==> src/boot.hex <==
// Boot ROM words 0 to 15, one 32-bit hex word per line
00000297
02028293
30529073
10000537
00050513
0005a583
00b52023
00450513
fff58593
fe059ae3
0000006f
deadbeef
13579bdf
2468ace0
a5a5c3c3
0f1e2d3c

==> src/arb_pkg.sv <==
`default_nettype none

package arb_pkg;

    // Data port arbiter, LSU first
    typedef enum logic [1:0] {
        DPORT_IDLE,
        DPORT_LSU,
        DPORT_MMU
    } dport_state_e;

    // Main memory arbiter, data path before fetch
    typedef enum logic [1:0] {
        MEM_IDLE,
        MEM_DATA,
        MEM_FETCH
    } mem_state_e;

endpackage : arb_pkg

`default_nettype wire

==> src/soc_pkg.sv <==
`default_nettype none

package soc_pkg;

    // Core word size
    localparam int XLEN = 32;

    typedef logic [XLEN-1:0]   word_t;   // One data word
    typedef logic [XLEN-1:0]   addr_t;   // Byte address
    typedef logic [XLEN/8-1:0] sel_t;    // One bit per byte lane

    // Boot region decode on the upper address nibble
    localparam int BMEM_SEL_HIGH = 31;
    localparam int BMEM_SEL_LOW  = 28;

    localparam logic [BMEM_SEL_HIGH-BMEM_SEL_LOW:0] BMEM_ADDR_MATCH = 4'h1;

    // Boot ROM geometry and image
    localparam int    BMEM_WORDS = 16;
    localparam string BMEM_IMAGE = "/design/src/boot.hex";

endpackage : soc_pkg

`default_nettype wire
==> src/mem_arbiter.sv <==
`default_nettype none

module mem_arbiter (
    input  logic           clk,
    input  logic           rst_n,

    // Data requester
    input  logic           dreq_i,
    input  soc_pkg::addr_t daddr_i,
    input  soc_pkg::word_t dwdata_i,
    input  soc_pkg::sel_t  dsel_i,
    input  logic           dwe_i,
    output logic           dack_o,
    output soc_pkg::word_t drdata_o,

    // Fetch requester
    input  logic           freq_i,
    input  soc_pkg::addr_t faddr_i,
    output logic           fack_o,
    output soc_pkg::word_t frdata_o,

    // Main memory side
    output logic           mreq_o,
    output soc_pkg::addr_t maddr_o,
    output soc_pkg::word_t mwdata_o,
    output soc_pkg::sel_t  msel_o,
    output logic           mwe_o,
    input  logic           mack_i,
    input  soc_pkg::word_t mrdata_i
);
    import arb_pkg::*;

    mem_state_e state_ff;
    mem_state_e state_next;
    logic       fwd_data;
    logic       fwd_fetch;

    always_ff @(posedge clk) begin
        if (!rst_n) begin
            state_ff <= MEM_IDLE;
        end else begin
            state_ff <= state_next;
        end
    end

    // Data path wins when both ask in the same cycle
    always_comb begin
        state_next = state_ff;
        fwd_data   = 1'b0;
        fwd_fetch  = 1'b0;
        dack_o     = 1'b0;
        fack_o     = 1'b0;

        case (state_ff)
            MEM_IDLE: begin
                if (dreq_i) begin
                    fwd_data   = 1'b1;
                    state_next = MEM_DATA;
                end else if (freq_i) begin
                    fwd_fetch  = 1'b1;
                    state_next = MEM_FETCH;
                end
            end

            MEM_DATA: begin
                if (mack_i) begin
                    dack_o     = 1'b1;
                    state_next = MEM_IDLE;
                end else begin
                    fwd_data = 1'b1;
                end
            end

            MEM_FETCH: begin
                if (mack_i) begin
                    fack_o     = 1'b1;
                    state_next = MEM_IDLE;
                end else begin
                    fwd_fetch = 1'b1;
                end
            end

            default: state_next = MEM_IDLE;
        endcase
    end

    assign mreq_o   = fwd_data | fwd_fetch;
    assign maddr_o  = fwd_data ? daddr_i : (fwd_fetch ? faddr_i : '0);
    assign mwdata_o = fwd_data ? dwdata_i : '0;
    assign msel_o   = fwd_data ? dsel_i : '0;
    assign mwe_o    = fwd_data & dwe_i;   // Fetch never writes

    // Read word only towards the side being acked
    assign drdata_o = dack_o ? mrdata_i : '0;
    assign frdata_o = fack_o ? mrdata_i : '0;

endmodule : mem_arbiter

`default_nettype wire

==> config.mk <==
export PLATFORM = sky130hd
export DESIGN_NAME = mem_arbiter
export DESIGN_NICKNAME = d
export VERILOG_FILES = /design/src/arb_pkg.sv /design/src/soc_pkg.sv /design/src/mem_arbiter.sv
export SDC_FILE = /design/constraint.sdc
export NUM_CORES = 1
export LEC_CHECK = 0
export ABC_AREA = 0
export ABC_CLOCK_PERIOD_IN_PS = 3600
export BUFFER_PORTS_ARGS = -buffer_cell sky130_fd_sc_hd__buf_4
export CAP_MARGIN = 15
export CORE_AREA = 2 2 107 109
export DETAILED_ROUTE_END_ITERATION = 12
export DIE_AREA = 0 0 109 111
export PLACE_DENSITY = 0.5
export SYNTH_ARGS = -nofsm -noshare
export SYNTH_HDL_FRONTEND = slang
export SYNTH_SLANG_ARGS = --single-unit
==> constraint.sdc <==
create_clock -name clk -period 3.6 [get_ports clk]
set_input_delay 0.18 -clock clk [delete_from_list [all_inputs] [get_ports clk]]
set_output_delay 0.18 -clock clk [all_outputs]
set_load 0.02 [all_outputs]
* Yosys cells after proc, flatten, opt, wreduce, memory -nomap -nowiden
Cells that the tools add are included.
** Word-level totals
- Register bits after elaboration :: 2
- Output and inout port bits :: 136
- RAM bits :: 0
- Logic and storage cells :: 29
- Latch bits :: 0
- Memories :: 0
- Bits in read-only memories :: 0
- Bits of input ports :: 138
** Cells by class
- Magnitude comparators :: 0
- Multiplexer cells :: 19
- $add $sub $neg :: 0
- Reduce and logical (&&, ||, !) cells :: 3
- Multiply operators :: 0
- Div/mod/pow operators :: 0
- Shifts and indexed selects :: 0
- Equality and inequality tests :: 4
- Bitwise logic cells :: 2
** Operator list (count)
- 2-to-1 mux 32 bit :: 5
- 2-to-1 mux 1 bit :: 7
- 2-to-1 mux 2 bit :: 3
- 2-to-1 mux 4 bit :: 1
- case mux 1 bit (2 select lines) :: 2
- case mux 2 bit (2 select lines) :: 1
- inequality test 3 bit (second input constant) :: 1
- equality test 2 x 1 -> 1 bit (second input constant) :: 1
- equality test 2 bit (second input constant) :: 1
- zero test 2 bit :: 1
- inequality test 2 x 1 -> 1 bit (second input constant) :: 1
- AND reduction 2 bit :: 1
- OR reduction 2 bit :: 1
- bitwise AND 1 bit :: 1
- OR 1 bit :: 1

* Longest topological paths before layout
- Word-level depth :: 5
- Gate-level depth with buffers :: 6
- Depth with buffers taken out :: 5

* Least setup slack after synthesis
OpenSTA, ideal clock, no wires.
- Kind :: reg-to-output
- Start point :: register state_ff[1]
- End point :: output port maddr_o[10]
- Data arrival time :: 1.610 ns
- Cell stages (with the launch flop) :: 7
- Path buffers :: 1
- Data required time :: 3.420 ns
- Setup slack :: 1.810 ns
- Cell sequence :: dfxtp_1 inv_1 ha_1 inv_1 o21ai_2 buf_4 mux2i_1
** Between the ends
- Longest elaborated chain between the ends :: 4
- Elaborated cells on any way between the ends :: 7
- Classes of those cells :: eq/ne (2); mux (4); reduce/logical (1)
** Ends and longest elaborated chain
- from (decl) :: line mem_arbiter.sv:33 : mem_state_e state_ff;
- from (signal assigned) :: line mem_arbiter.sv:42 : state_ff <= state_next;
- equality test 2 bit / zero test 2 bit (equally long branches) :: line mem_arbiter.sv:54 : case (state_ff)
- case mux 1 bit (2 select lines) :: line mem_arbiter.sv:54
- 2-to-1 mux 32 bit :: line mem_arbiter.sv:88 : assign maddr_o = fwd_data ? daddr_i : (fwd_fetch ? faddr_i : '0);
- 2-to-1 mux 32 bit * :: line mem_arbiter.sv:88
- to (decl) :: line mem_arbiter.sv:24 : output soc_pkg::addr_t maddr_o,
Mark *: on every way between the ends. The rest lies on a longest branch, timed or not.

* Final worst setup path
- Start point :: register state_ff[1]
- End point :: output port maddr_o[3]
The elaborated chain is that of the path after synthesis.

==> run metrics <==
fmax 380 MHz; Final period util 73.1%; Most flops, register state_ff; Post-DRT Antenna Nets 0; CP Capture Type primary output; Clock Pin Slew Worst Setup and Hold Paths 0.03 ns; Clock Latency Late Sink 0.22 ns; Max IR drop VDD 112 uV; number of cells on the critical path 8; endpoints failing setup 0; worst path cell trace inv_1 > ha_1 > buf_4 > inv_1 > o21ai_4 > buf_4 > mux2i_1 > buf_4; post-CTS setup buffers 0; unrepaired setup endpoints after global routing false; Pre-antenna DRT Iters 4; CP required 3.42 ns; Vias 2688; Routed WL 8490 microns; Static Leak 2.37 nW; Seq/Total Area, Yosys 2.56%; Synth area leaders and3_1 (26%), mux2i_1 (20%), and2_1 (16%), o21ai_0 (11%), inv_1 (8.4%); Startpoint Class register; Yosys top cell area share 26.0%; Die Ht 111 microns; Synth Instances 249; Row Count 39; buffer depth of the longest clock path 2; die area 12100 sq um; largest net degree at the start of global routing 70; via/cell ratio 4.15; Synth area leader and3_1; Top Family by Delay on Critical Path buffers and inverters; biggest regs state_ff: 2 flops; Final Hold Viols 0; CTS Root Cell clkbuf_16; share of post-route cells with drive strength above 1 56.3%; worst min path class in -> reg; Syn Nets 391; max-cap viol count 0; core area 11100 sq um; max-slew violations 0; CTS Buf Count 3; H-tree levels 1; Largest stage delay, worst path 0.42 ns; Initial DRC Count 125; Critical Path Start state_ff[1]; hold buffers post-CTS 0; I/O Pins 274; pwr dens 270 nW/um^2; Synth Area per Inst 6.29 sq um; Largest register FFs 2; post-layout minimum cycle time 2.63 ns; dpl hpwl 6970 microns; port buffer count 273; Ys Warns 0; critical path's most frequent cell buf_4; area grow syn2layout 143%; synthesis-stage register bit count 2; Die X 109 microns; Crit path buffers/inverters 5; hold_ws 0.197 ns; r2r endpoint state_ff[0]; number of diodes 0; initial antenna violation count 0; R2R setup slack 2.30 ns; Initial Utilization 14.1%; GRT Total Usage 12.2%; critical path's slowest cell o21ai_4; status completed; CTS sink count 2; CP Data Arrival Time 2.45 ns; worst setup path end maddr_o[3]; Synth Cell Area 1570 sq um; post-layout util 34.3%; Clock Skew 0.000344 ns; reg-to-reg startpoint state_ff[1]; DRC Markers 0; Post-layout nets 648; Yosys cell types 22; Slew @ Worst Pin 0.943 ns; worst-path maximum fanout 35; routability cong. 0.801; Slew headroom 37.1%; Worst Reg-to-Reg Cells 5; CTS tree done; post-cts gate resize count 0; WL/cell 13.1 microns; global route overflow 0; crit path kind reg -> out; Fin Setup TNS 0 ns; vias in the first global route 2439; first-pass GRT wire length 11900 microns
==> per-layer routing <==
| layer | up-vias | share of wire, % | wire length, microns | track usage [%] |
|---|---|---|---|---|
| li1 | 1341 | - | - | - |
| met1 | 1189 | 39 | 3320 | 14.6 |
| met2 | 152 | 49 | 4150 | 21.9 |
| met3 | 6 | 11 | 928 | 2.47 |
| met4 | 0 | 1.0 | 88 | 2.91 |
| met5 | - | 0 | 0 | 0 |
==> cell type report <==
type	count	area, sq um
clock buffers	3	75.1
inverters	35	131
well taps	143	179
flip-flops and latches	2	40.0
fillers	1172	7280
repair buffers	278	2090
multi-input cells	186	1290
==> cells in the mapped netlist <==
master and instances:
o211ai_2 1, mux2i_1 32, nand4_1 1, or3_1 1, o21ai_2 1, nand2b_1 2, nand2_1 1, nor2b_1 2
inv_1 35, buf_6 1, buf_2 1, dfxtp_1 2, buf_4 2, clkbuf_1 19, o21ai_0 33, ha_1 4
and3b_1 1, a21oi_1 1, o21a_1 2, clkbuf_2 3, and3_1 65, and2_1 39
==> layout by cell type (no fill, tap or decap), drive strengths merged <==
| cell type | count |
|---|---|
| and3b | 1 |
| nand2b | 2 |
| and3 | 65 |
| or3 | 1 |
| ha | 4 |
| o21a | 2 |
| dfxtp | 2 |
| nand2 | 1 |
| clkbuf | 3 |
| o21ai | 34 |
| nand4 | 1 |
| a21oi | 1 |
| inv | 35 |
| buf | 278 |
| and2 | 39 |
| o211ai | 1 |
| nor2b | 2 |
| mux2i | 32 |
==> worst min-delay path by stage <==
stage	from	endpoint	slack [ns]	cells past startpoint
4_1_cts	rst_n	state_ff[0]	0.20	2
3_3_place_gp	rst_n	state_ff[0]	0.43	2
3_5_place_dp	rst_n	state_ff[0]	0.42	2
5_1_grt	rst_n	state_ff[0]	0.20	2
6_report	rst_n	state_ff[0]	0.20	2
2_1_floorplan	rst_n	state_ff[0]	0.30	1
==> stage by stage <==
step | setup WS [ns] | power [mW] | std cells | instance area (sq um)
2_1_floorplan | 1.81 | 0.478 | 249 | 1570
3_3_place_gp | 1.22 | 0.860 | 644 | 3720
3_5_place_dp | 1.16 | 0.865 | 644 | 3720
4_1_cts | 0.914 | 1.04 | 647 | 3800
5_1_grt | 0.790 | 1.09 | 647 | 3800
6_report | 0.968 | 1.02 | 647 | 3800
==> worst reg2reg max path: cells and delay by family, from the launching register on <==
kind / cells / cell delay (ns)
and+or+nand+nor: 2 / 0.29
AOI/OAI and AO/OA: 1 / 0.18
buffers and inverters: 1 / 0.09
DFF: 1 / 0.35
adders and majority gates: 1 / 0.28
==> power by group <==
group          total (mW)  switching [mW]  leakage (nW)  internal, mW
sequential         0.0269         0.00177        0.0165        0.0251
combinational       0.831           0.440          2.31         0.391
clock               0.167          0.0256        0.0370         0.141
total                1.02           0.467          2.37         0.558
==> logic make-up after synthesis <==
group	synth area share, %
DFF	2.56
muxes	20.4
AOI/OAI and AO/OA	13.2
adders and majority gates	3.20
buffers and inverters	15.9
and+or+nand+nor	44.7
Note: power is estimated with default switching activity, not from simulation.
