<file path="src/boot.hex">
// Boot ROM words 0 to 15, one 32-bit hex word per line
00000297
02028293
30529073
10000537
00050513
0005a583
00b52023
00450513
fff58593
fe059ae3
0000006f
deadbeef
13579bdf
2468ace0
a5a5c3c3
0f1e2d3c

</file>
<file path="src/arb_pkg.sv">
`default_nettype none

package arb_pkg;

    // Data port arbiter, LSU first
    typedef enum logic [1:0] {
        DPORT_IDLE,
        DPORT_LSU,
        DPORT_MMU
    } dport_state_e;

    // Main memory arbiter, data path before fetch
    typedef enum logic [1:0] {
        MEM_IDLE,
        MEM_DATA,
        MEM_FETCH
    } mem_state_e;

endpackage : arb_pkg

`default_nettype wire

</file>
<file path="src/soc_pkg.sv">
`default_nettype none

package soc_pkg;

    // Core word size
    localparam int XLEN = 32;

    typedef logic [XLEN-1:0]   word_t;   // One data word
    typedef logic [XLEN-1:0]   addr_t;   // Byte address
    typedef logic [XLEN/8-1:0] sel_t;    // One bit per byte lane

    // Boot region decode on the upper address nibble
    localparam int BMEM_SEL_HIGH = 31;
    localparam int BMEM_SEL_LOW  = 28;

    localparam logic [BMEM_SEL_HIGH-BMEM_SEL_LOW:0] BMEM_ADDR_MATCH = 4'h1;

    // Boot ROM geometry and image
    localparam int    BMEM_WORDS = 16;
    localparam string BMEM_IMAGE = "/design/src/boot.hex";

endpackage : soc_pkg

`default_nettype wire
</file>
<file path="src/dcache_port_arbiter.sv">
`default_nettype none

module dcache_port_arbiter (
    input  logic           clk,
    input  logic           rst_n,

    // LSU requester
    input  logic           lsu_req_i,
    input  soc_pkg::addr_t lsu_addr_i,
    input  soc_pkg::word_t lsu_wdata_i,
    input  soc_pkg::sel_t  lsu_sel_i,
    input  logic           lsu_we_i,

    // Page table walker reads
    input  logic           mmu_req_i,
    input  soc_pkg::addr_t mmu_paddr_i,

    // Towards the memory arbiter
    output logic           dreq_o,
    output soc_pkg::addr_t daddr_o,
    output soc_pkg::word_t dwdata_o,
    output soc_pkg::sel_t  dsel_o,
    output logic           dwe_o,
    input  logic           dack_i,
    input  soc_pkg::word_t drdata_i,

    // Replies
    output logic           lsu_ack_o,
    output soc_pkg::word_t lsu_rdata_o,
    output logic           mmu_valid_o,
    output soc_pkg::word_t mmu_rdata_o
);
    import arb_pkg::*;

    dport_state_e state_ff;
    dport_state_e state_next;
    logic         fwd_lsu;   // LSU request on the data path
    logic         fwd_mmu;   // MMU request on the data path

    always_ff @(posedge clk) begin
        if (!rst_n) begin
            state_ff <= DPORT_IDLE;
        end else begin
            state_ff <= state_next;
        end
    end

    always_comb begin
        state_next  = state_ff;
        fwd_lsu     = 1'b0;
        fwd_mmu     = 1'b0;
        lsu_ack_o   = 1'b0;
        mmu_valid_o = 1'b0;

        case (state_ff)
            DPORT_IDLE: begin
                if (lsu_req_i) begin
                    fwd_lsu    = 1'b1;
                    state_next = DPORT_LSU;
                end else if (mmu_req_i) begin
                    fwd_mmu    = 1'b1;
                    state_next = DPORT_MMU;
                end
            end

            DPORT_LSU: begin
                if (dack_i) begin
                    lsu_ack_o  = 1'b1;
                    state_next = DPORT_IDLE;
                end else begin
                    fwd_lsu = 1'b1;   // Hold the grant
                end
            end

            DPORT_MMU: begin
                if (dack_i) begin
                    mmu_valid_o = 1'b1;
                    state_next  = DPORT_IDLE;
                end else begin
                    fwd_mmu = 1'b1;
                end
            end

            default: state_next = DPORT_IDLE;
        endcase
    end

    // MMU accesses are plain reads
    assign dreq_o   = fwd_lsu | fwd_mmu;
    assign daddr_o  = fwd_lsu ? lsu_addr_i : (fwd_mmu ? mmu_paddr_i : '0);
    assign dwdata_o = fwd_lsu ? lsu_wdata_i : '0;
    assign dsel_o   = fwd_lsu ? lsu_sel_i : '0;
    assign dwe_o    = fwd_lsu & lsu_we_i;

    assign lsu_rdata_o = lsu_ack_o ? drdata_i : '0;
    assign mmu_rdata_o = mmu_valid_o ? drdata_i : '0;

endmodule : dcache_port_arbiter

`default_nettype wire

</file>
<file path="config.mk">
export PLATFORM = sky130hd
export DESIGN_NAME = dcache_port_arbiter
export DESIGN_NICKNAME = d
export VERILOG_FILES = /design/src/arb_pkg.sv /design/src/soc_pkg.sv /design/src/dcache_port_arbiter.sv
export SDC_FILE = /design/constraint.sdc
export NUM_CORES = 1
export LEC_CHECK = 0
export BUFFER_PORTS_ARGS = -buffer_cell sky130_fd_sc_hd__buf_4
export CORE_AREA = 3 3 105 107
export DETAILED_ROUTE_END_ITERATION = 10
export DIE_AREA = 0 0 108 110
export GPL_ROUTABILITY_DRIVEN = 0
export GPL_TIMING_DRIVEN = 0
export PLACE_DENSITY = 0.57
export SLEW_MARGIN = 5
export SYNTH_ARGS = -nofsm -noshare
export SYNTH_HDL_FRONTEND = slang
export SYNTH_SLANG_ARGS = --single-unit
</file>
<file path="constraint.sdc">
create_clock -name clk -period 2.3 [get_ports clk]
set_clock_uncertainty 0.15 [all_clocks]
set_input_delay 0.115 -clock clk [delete_from_list [all_inputs] [get_ports clk]]
set_output_delay 0.115 -clock clk [all_outputs]
set_load 0.01 [all_outputs]
</file>
Word level (Yosys, flattened, before mapping) --
Cells that the tools add are included.
Storage, ports and cells: flip-flop bits (word level) 2, input port bits 138
Operators by class: reduce and logical (&&, ||, !) cells 3, muxes and demuxes 19, equal/unequal tests 4, bitwise operators 2
Operator list (count):
- two-way mux 32 bit | 5
- two-way mux 1 bit | 7
- two-way mux 2 bit | 3
- two-way mux 4 bit | 1
- case mux 1 bit (2 select lines) | 2
- case mux 2 bit (2 select lines) | 1
- inequality test 3 bit (second input constant) | 1
- == test 2 x 1 -> 1 bit (second input constant) | 1
- == test 2 bit (second input constant) | 1
- zero test 2 bit | 1
- inequality test 2 x 1 -> 1 bit (second input constant) | 1
- AND reduction 2 bit | 1
- OR reduction 2 bit | 1
- bitwise AND 1 bit | 1
- bitwise OR 1 bit | 1

Depth between registers and ports, before layout --
word-level depth 5, mapped depth 6

Least setup slack after synthesis --
Ideal clock, no wire load.
path type flip-flop to output port, start register state_ff[1], end output dreq_o, cell stages (with the launch flop) 7, setup slack 0.538 ns, path buffers 1, data arrival time 1.497 ns, cell sequence dfxtp_1 -> inv_1 -> ha_1 -> o211ai_2 -> o21ai_2 -> buf_6 -> or3_1
Between the ends: longest elaborated chain between the ends 3
Ends and longest elaborated chain:
- from (decl) | RTL line dcache_port_arbiter.sv:35 | dport_state_e state_ff;
- from (signal assigned) | RTL line dcache_port_arbiter.sv:44 | state_ff <= state_next;
- == test 2 x 1 -> 1 bit, or another cell as far along | RTL line dcache_port_arbiter.sv:55 | case (state_ff)
- case mux 1 bit (2 select lines) | RTL line dcache_port_arbiter.sv:55
- bitwise OR 1 bit (*) | RTL line dcache_port_arbiter.sv:89 | assign dreq_o = fwd_lsu | fwd_mmu;
- to (decl) | RTL line dcache_port_arbiter.sv:19 | output logic dreq_o,
Every way passes the cells marked *; elsewhere a longest branch is shown, timed or not.

Worst setup path in the final report --
start register state_ff[1], end output daddr_o[12]
Between the ends: longest elaborated chain between the ends 4
Ends and longest elaborated chain:
- == test 2 bit / zero test 2 bit (equally long branches) | RTL line dcache_port_arbiter.sv:55
- case mux 1 bit (2 select lines) | RTL line dcache_port_arbiter.sv:55
- two-way mux 32 bit | RTL line dcache_port_arbiter.sv:90 | assign daddr_o = fwd_lsu ? lsu_addr_i : (fwd_mmu ? mmu_paddr_i : '0);
- two-way mux 32 bit (*) | RTL line dcache_port_arbiter.sv:90
- to (decl) | RTL line dcache_port_arbiter.sv:20 | output soc_pkg::addr_t daddr_o,
Marks and branches as above.

==> results.md <==
- Status: completed
- Sequential power share: 3.2%
- Vias in the first global route: 2550
- Syn-to-layout area delta: 148%
- Power Internal: 0.000791 W
- Synth Flop Type: dfxtp_1
- Tcrit/Tclk final: 95.4%
- Chip height: 110 um
- Sw power: 0.000566 W
- Antenna violations before repair: 0
- Met1 GRT Util: 16.0%
- Most frequent cells in the layout: buf_4, and3_1, and2_1, inv_1, o21ai_0
- Die X: 108 um
- Worst setup path class: reg2out
- CTS H-tree depth: 1
- Max reg flops: 2
- # port buffers: 273
- Worst EP arrival: 1930 ps
- Syn Area/Cell: 6.29 um^2
- Ant. Diodes: 0
- RSZ-0062 raised after global routing: no
- WL/cell: 14.4 um
- Clock Tree Buf Depth: 2
- Worst R2R Path Depth: 5
- R2R Setup Slk: 820 ps
- Post-synth EDFFs: 0
- Largest regs: state_ff (2)
- Maximum clock frequency: 456 MHz
- Remaining antenna violation count: 0
- Share of cells above drive strength 1: 55.9%
- Hold Path Class: in2reg
- DR vias: 2751
- Fin area: 3890 um^2
- Clock Tree Root: clkbuf_8
- Slew HR: 75.3%
- Starting density of the core: 15.3%
- Start point of the worst hold path: lsu_req_i
- Post-detail-place hpwl: 8180 um
- Mapped cell area: 1570 um^2
- DRC: 0
- Total congestion overflow: 0
- Syn_nets: 391
- Worst-path clk slew: 30 ps
- Met3 Usage GRT: 3.15%
- DRT Pass-1 Iters: 4
- IR drop worst, VDD: 0.123 mV
- RR Endpoint: state_ff[0]
- Combinational Power Share: 86.7%
- CTS tree: built
- Total routed wirelength: 9500 um
- Worst hold stages: 4
- Share of the yosys chip area belonging to registers: 2.56%
- Worst-skew pair later-pin latency: 210 ps
- Ports: 274
- Fin worst setup slack: 106 ps
- Synth unique cells: 22
- Die area: 11900 um^2
- NumNets Final: 670
- Post-placement cell area: 3790 um^2
- Final hold vios: 0
- Commonest non-fill, non-tap cell in the layout: buf_4
- Core Footprint: 10200 um^2
- Worst slew pin tran: 370 ps
- Setup bufs post-CTS: 0
- Switch share: 41.7%
- Largest net degree at the start of global routing: 11
- Flops & latches, synth: 2
- Post-synthesis cell count: 249
- Static Leak: 2.40 nW
- Initial DRC count: 93
- Period minus WS final: 2190 ps
- CP startpoint kind: register
- Final Max Tran Viols: 0
- # clock sinks: 2
- Most flop-heavy register: state_ff
- Routing usage on met2: 24.2%
- Critical path required time: 2040 ps
- Max-cap violations: 0
- First-pass GRT wire length: 12700 um
- All-Layer GR Usage: 13.1%
- Clock power frac: 10.0%
- Worst Setup End Kind: output pin
- Vias/cell: 4.16
- Global route hottest layer: met2
- Pre-CTS setup slack: -41.2 ps
- CTS buffer count: 3
- Hold EP: state_ff[1]
- Worst-path maximum fanout: 10
- Pwr/cell area: 349 nW/um^2
- Final Setup Violations: 0
- Async SR Flop Fraction: 0%
- Site row count: 37
- RR Startpoint: state_ff[1]
- YS warnings: 0
-- cell usage after synthesis, drive strengths merged (2+ instances only) --
cell type  instances  area share, %
and3              65             26
nor2b              2           0.80
o21a               2           0.96
dfxtp              2            2.6
nand2b             2           0.80
o21ai             34             11
buf                4            2.0
inv               35            8.4
mux2i             32             20
clkbuf            22            5.5
and2              39             16
ha                 4            3.2
-- kinds of logic (layout without fill, tap and decap cells) --
group | count (synthesis) | in the layout | share of synthesized area (%)
AOI/OAI and AO/OA | 38 | 38 | 13.2
adders and majority gates | 4 | 4 | 3.20
buffers and inverters | 61 | 338 | 15.9
DFF | 2 | 2 | 2.56
muxes | 32 | 32 | 20.4
and+or+nand+nor | 112 | 112 | 44.7
-- worst max-delay path: stages, from the launching register on --
cell and delay (ps):
dfxtp_1 310, inv_1 130, ha_2 220, and3b_1 320
clkbuf_2 250, o21ai_0 100, mux2i_1 210, buf_4 170
-- worst max-delay path by stage --
stage                      startpoint     endpoint  slack [ps]  cells after the start
final                     state_ff[1]  daddr_o[12]         110                      7
after detailed placement  state_ff[0]  daddr_o[12]         -40                      7
after CTS                 state_ff[1]  daddr_o[12]           6                      7
after global placement    state_ff[0]  daddr_o[12]          50                      7
after floorplan           state_ff[1]       dreq_o         540                      6
after global routing      state_ff[1]  daddr_o[21]         0.4                      7
-- power by group through the flow --
stage	Clock, W	Sequential, W	Combinational, W
6_report	0.000136	0.0000439	0.00118
5_1_grt	0.000144	0.0000443	0.00128
4_1_cts	0.000141	0.0000422	0.00118
3_5_place_dp	0	0.0000424	0.00117
3_3_place_gp	0	0.0000424	0.00116
2_1_floorplan	0	0.0000418	0.000529
-- stage by stage --
stage / util (%) / TNS (ps) / power (W) / std cells / hold slack (ps)
floorplan: - / 0 / 0.000571 / 249 / 82.5
global placement: 37.0 / 0 / 0.00120 / 658 / 198
detailed placement: 37.0 / -57.2 / 0.00121 / 658 / 207
CTS: 37.8 / 0 / 0.00137 / 662 / 120
global route: 38.0 / 0 / 0.00146 / 662 / 136
finish: 38.0 / 0 / 0.00136 / 662 / 125
-- repair_timing --
action,in CTS,in global routing
hold endpoints to repair,1,0
gates resized for setup,8,10
pin swaps,0,2
endpoints found under the setup margin,70,37
hold buffers,1,0
-- layout make-up --
type | instances | area [um^2]
tap | 136 | 170
clock buffer | 3 | 41.3
multi-input combinational | 186 | 1310
sequential | 2 | 41.3
timing repair buffer | 274 | 2060
inverter | 35 | 131
buffer | 26 | 133
fill | 1064 | 6340
-- routing by layer --
metal	vias to the layer above	wire length (um)	share of wire, %
li1	1385	-	-
met1	1207	3680	39
met2	157	4790	50
met3	2	1010	11
met4	0	19	0.20
met5	-	0	0
No activity file was read; power rests on OpenSTA's default activity.
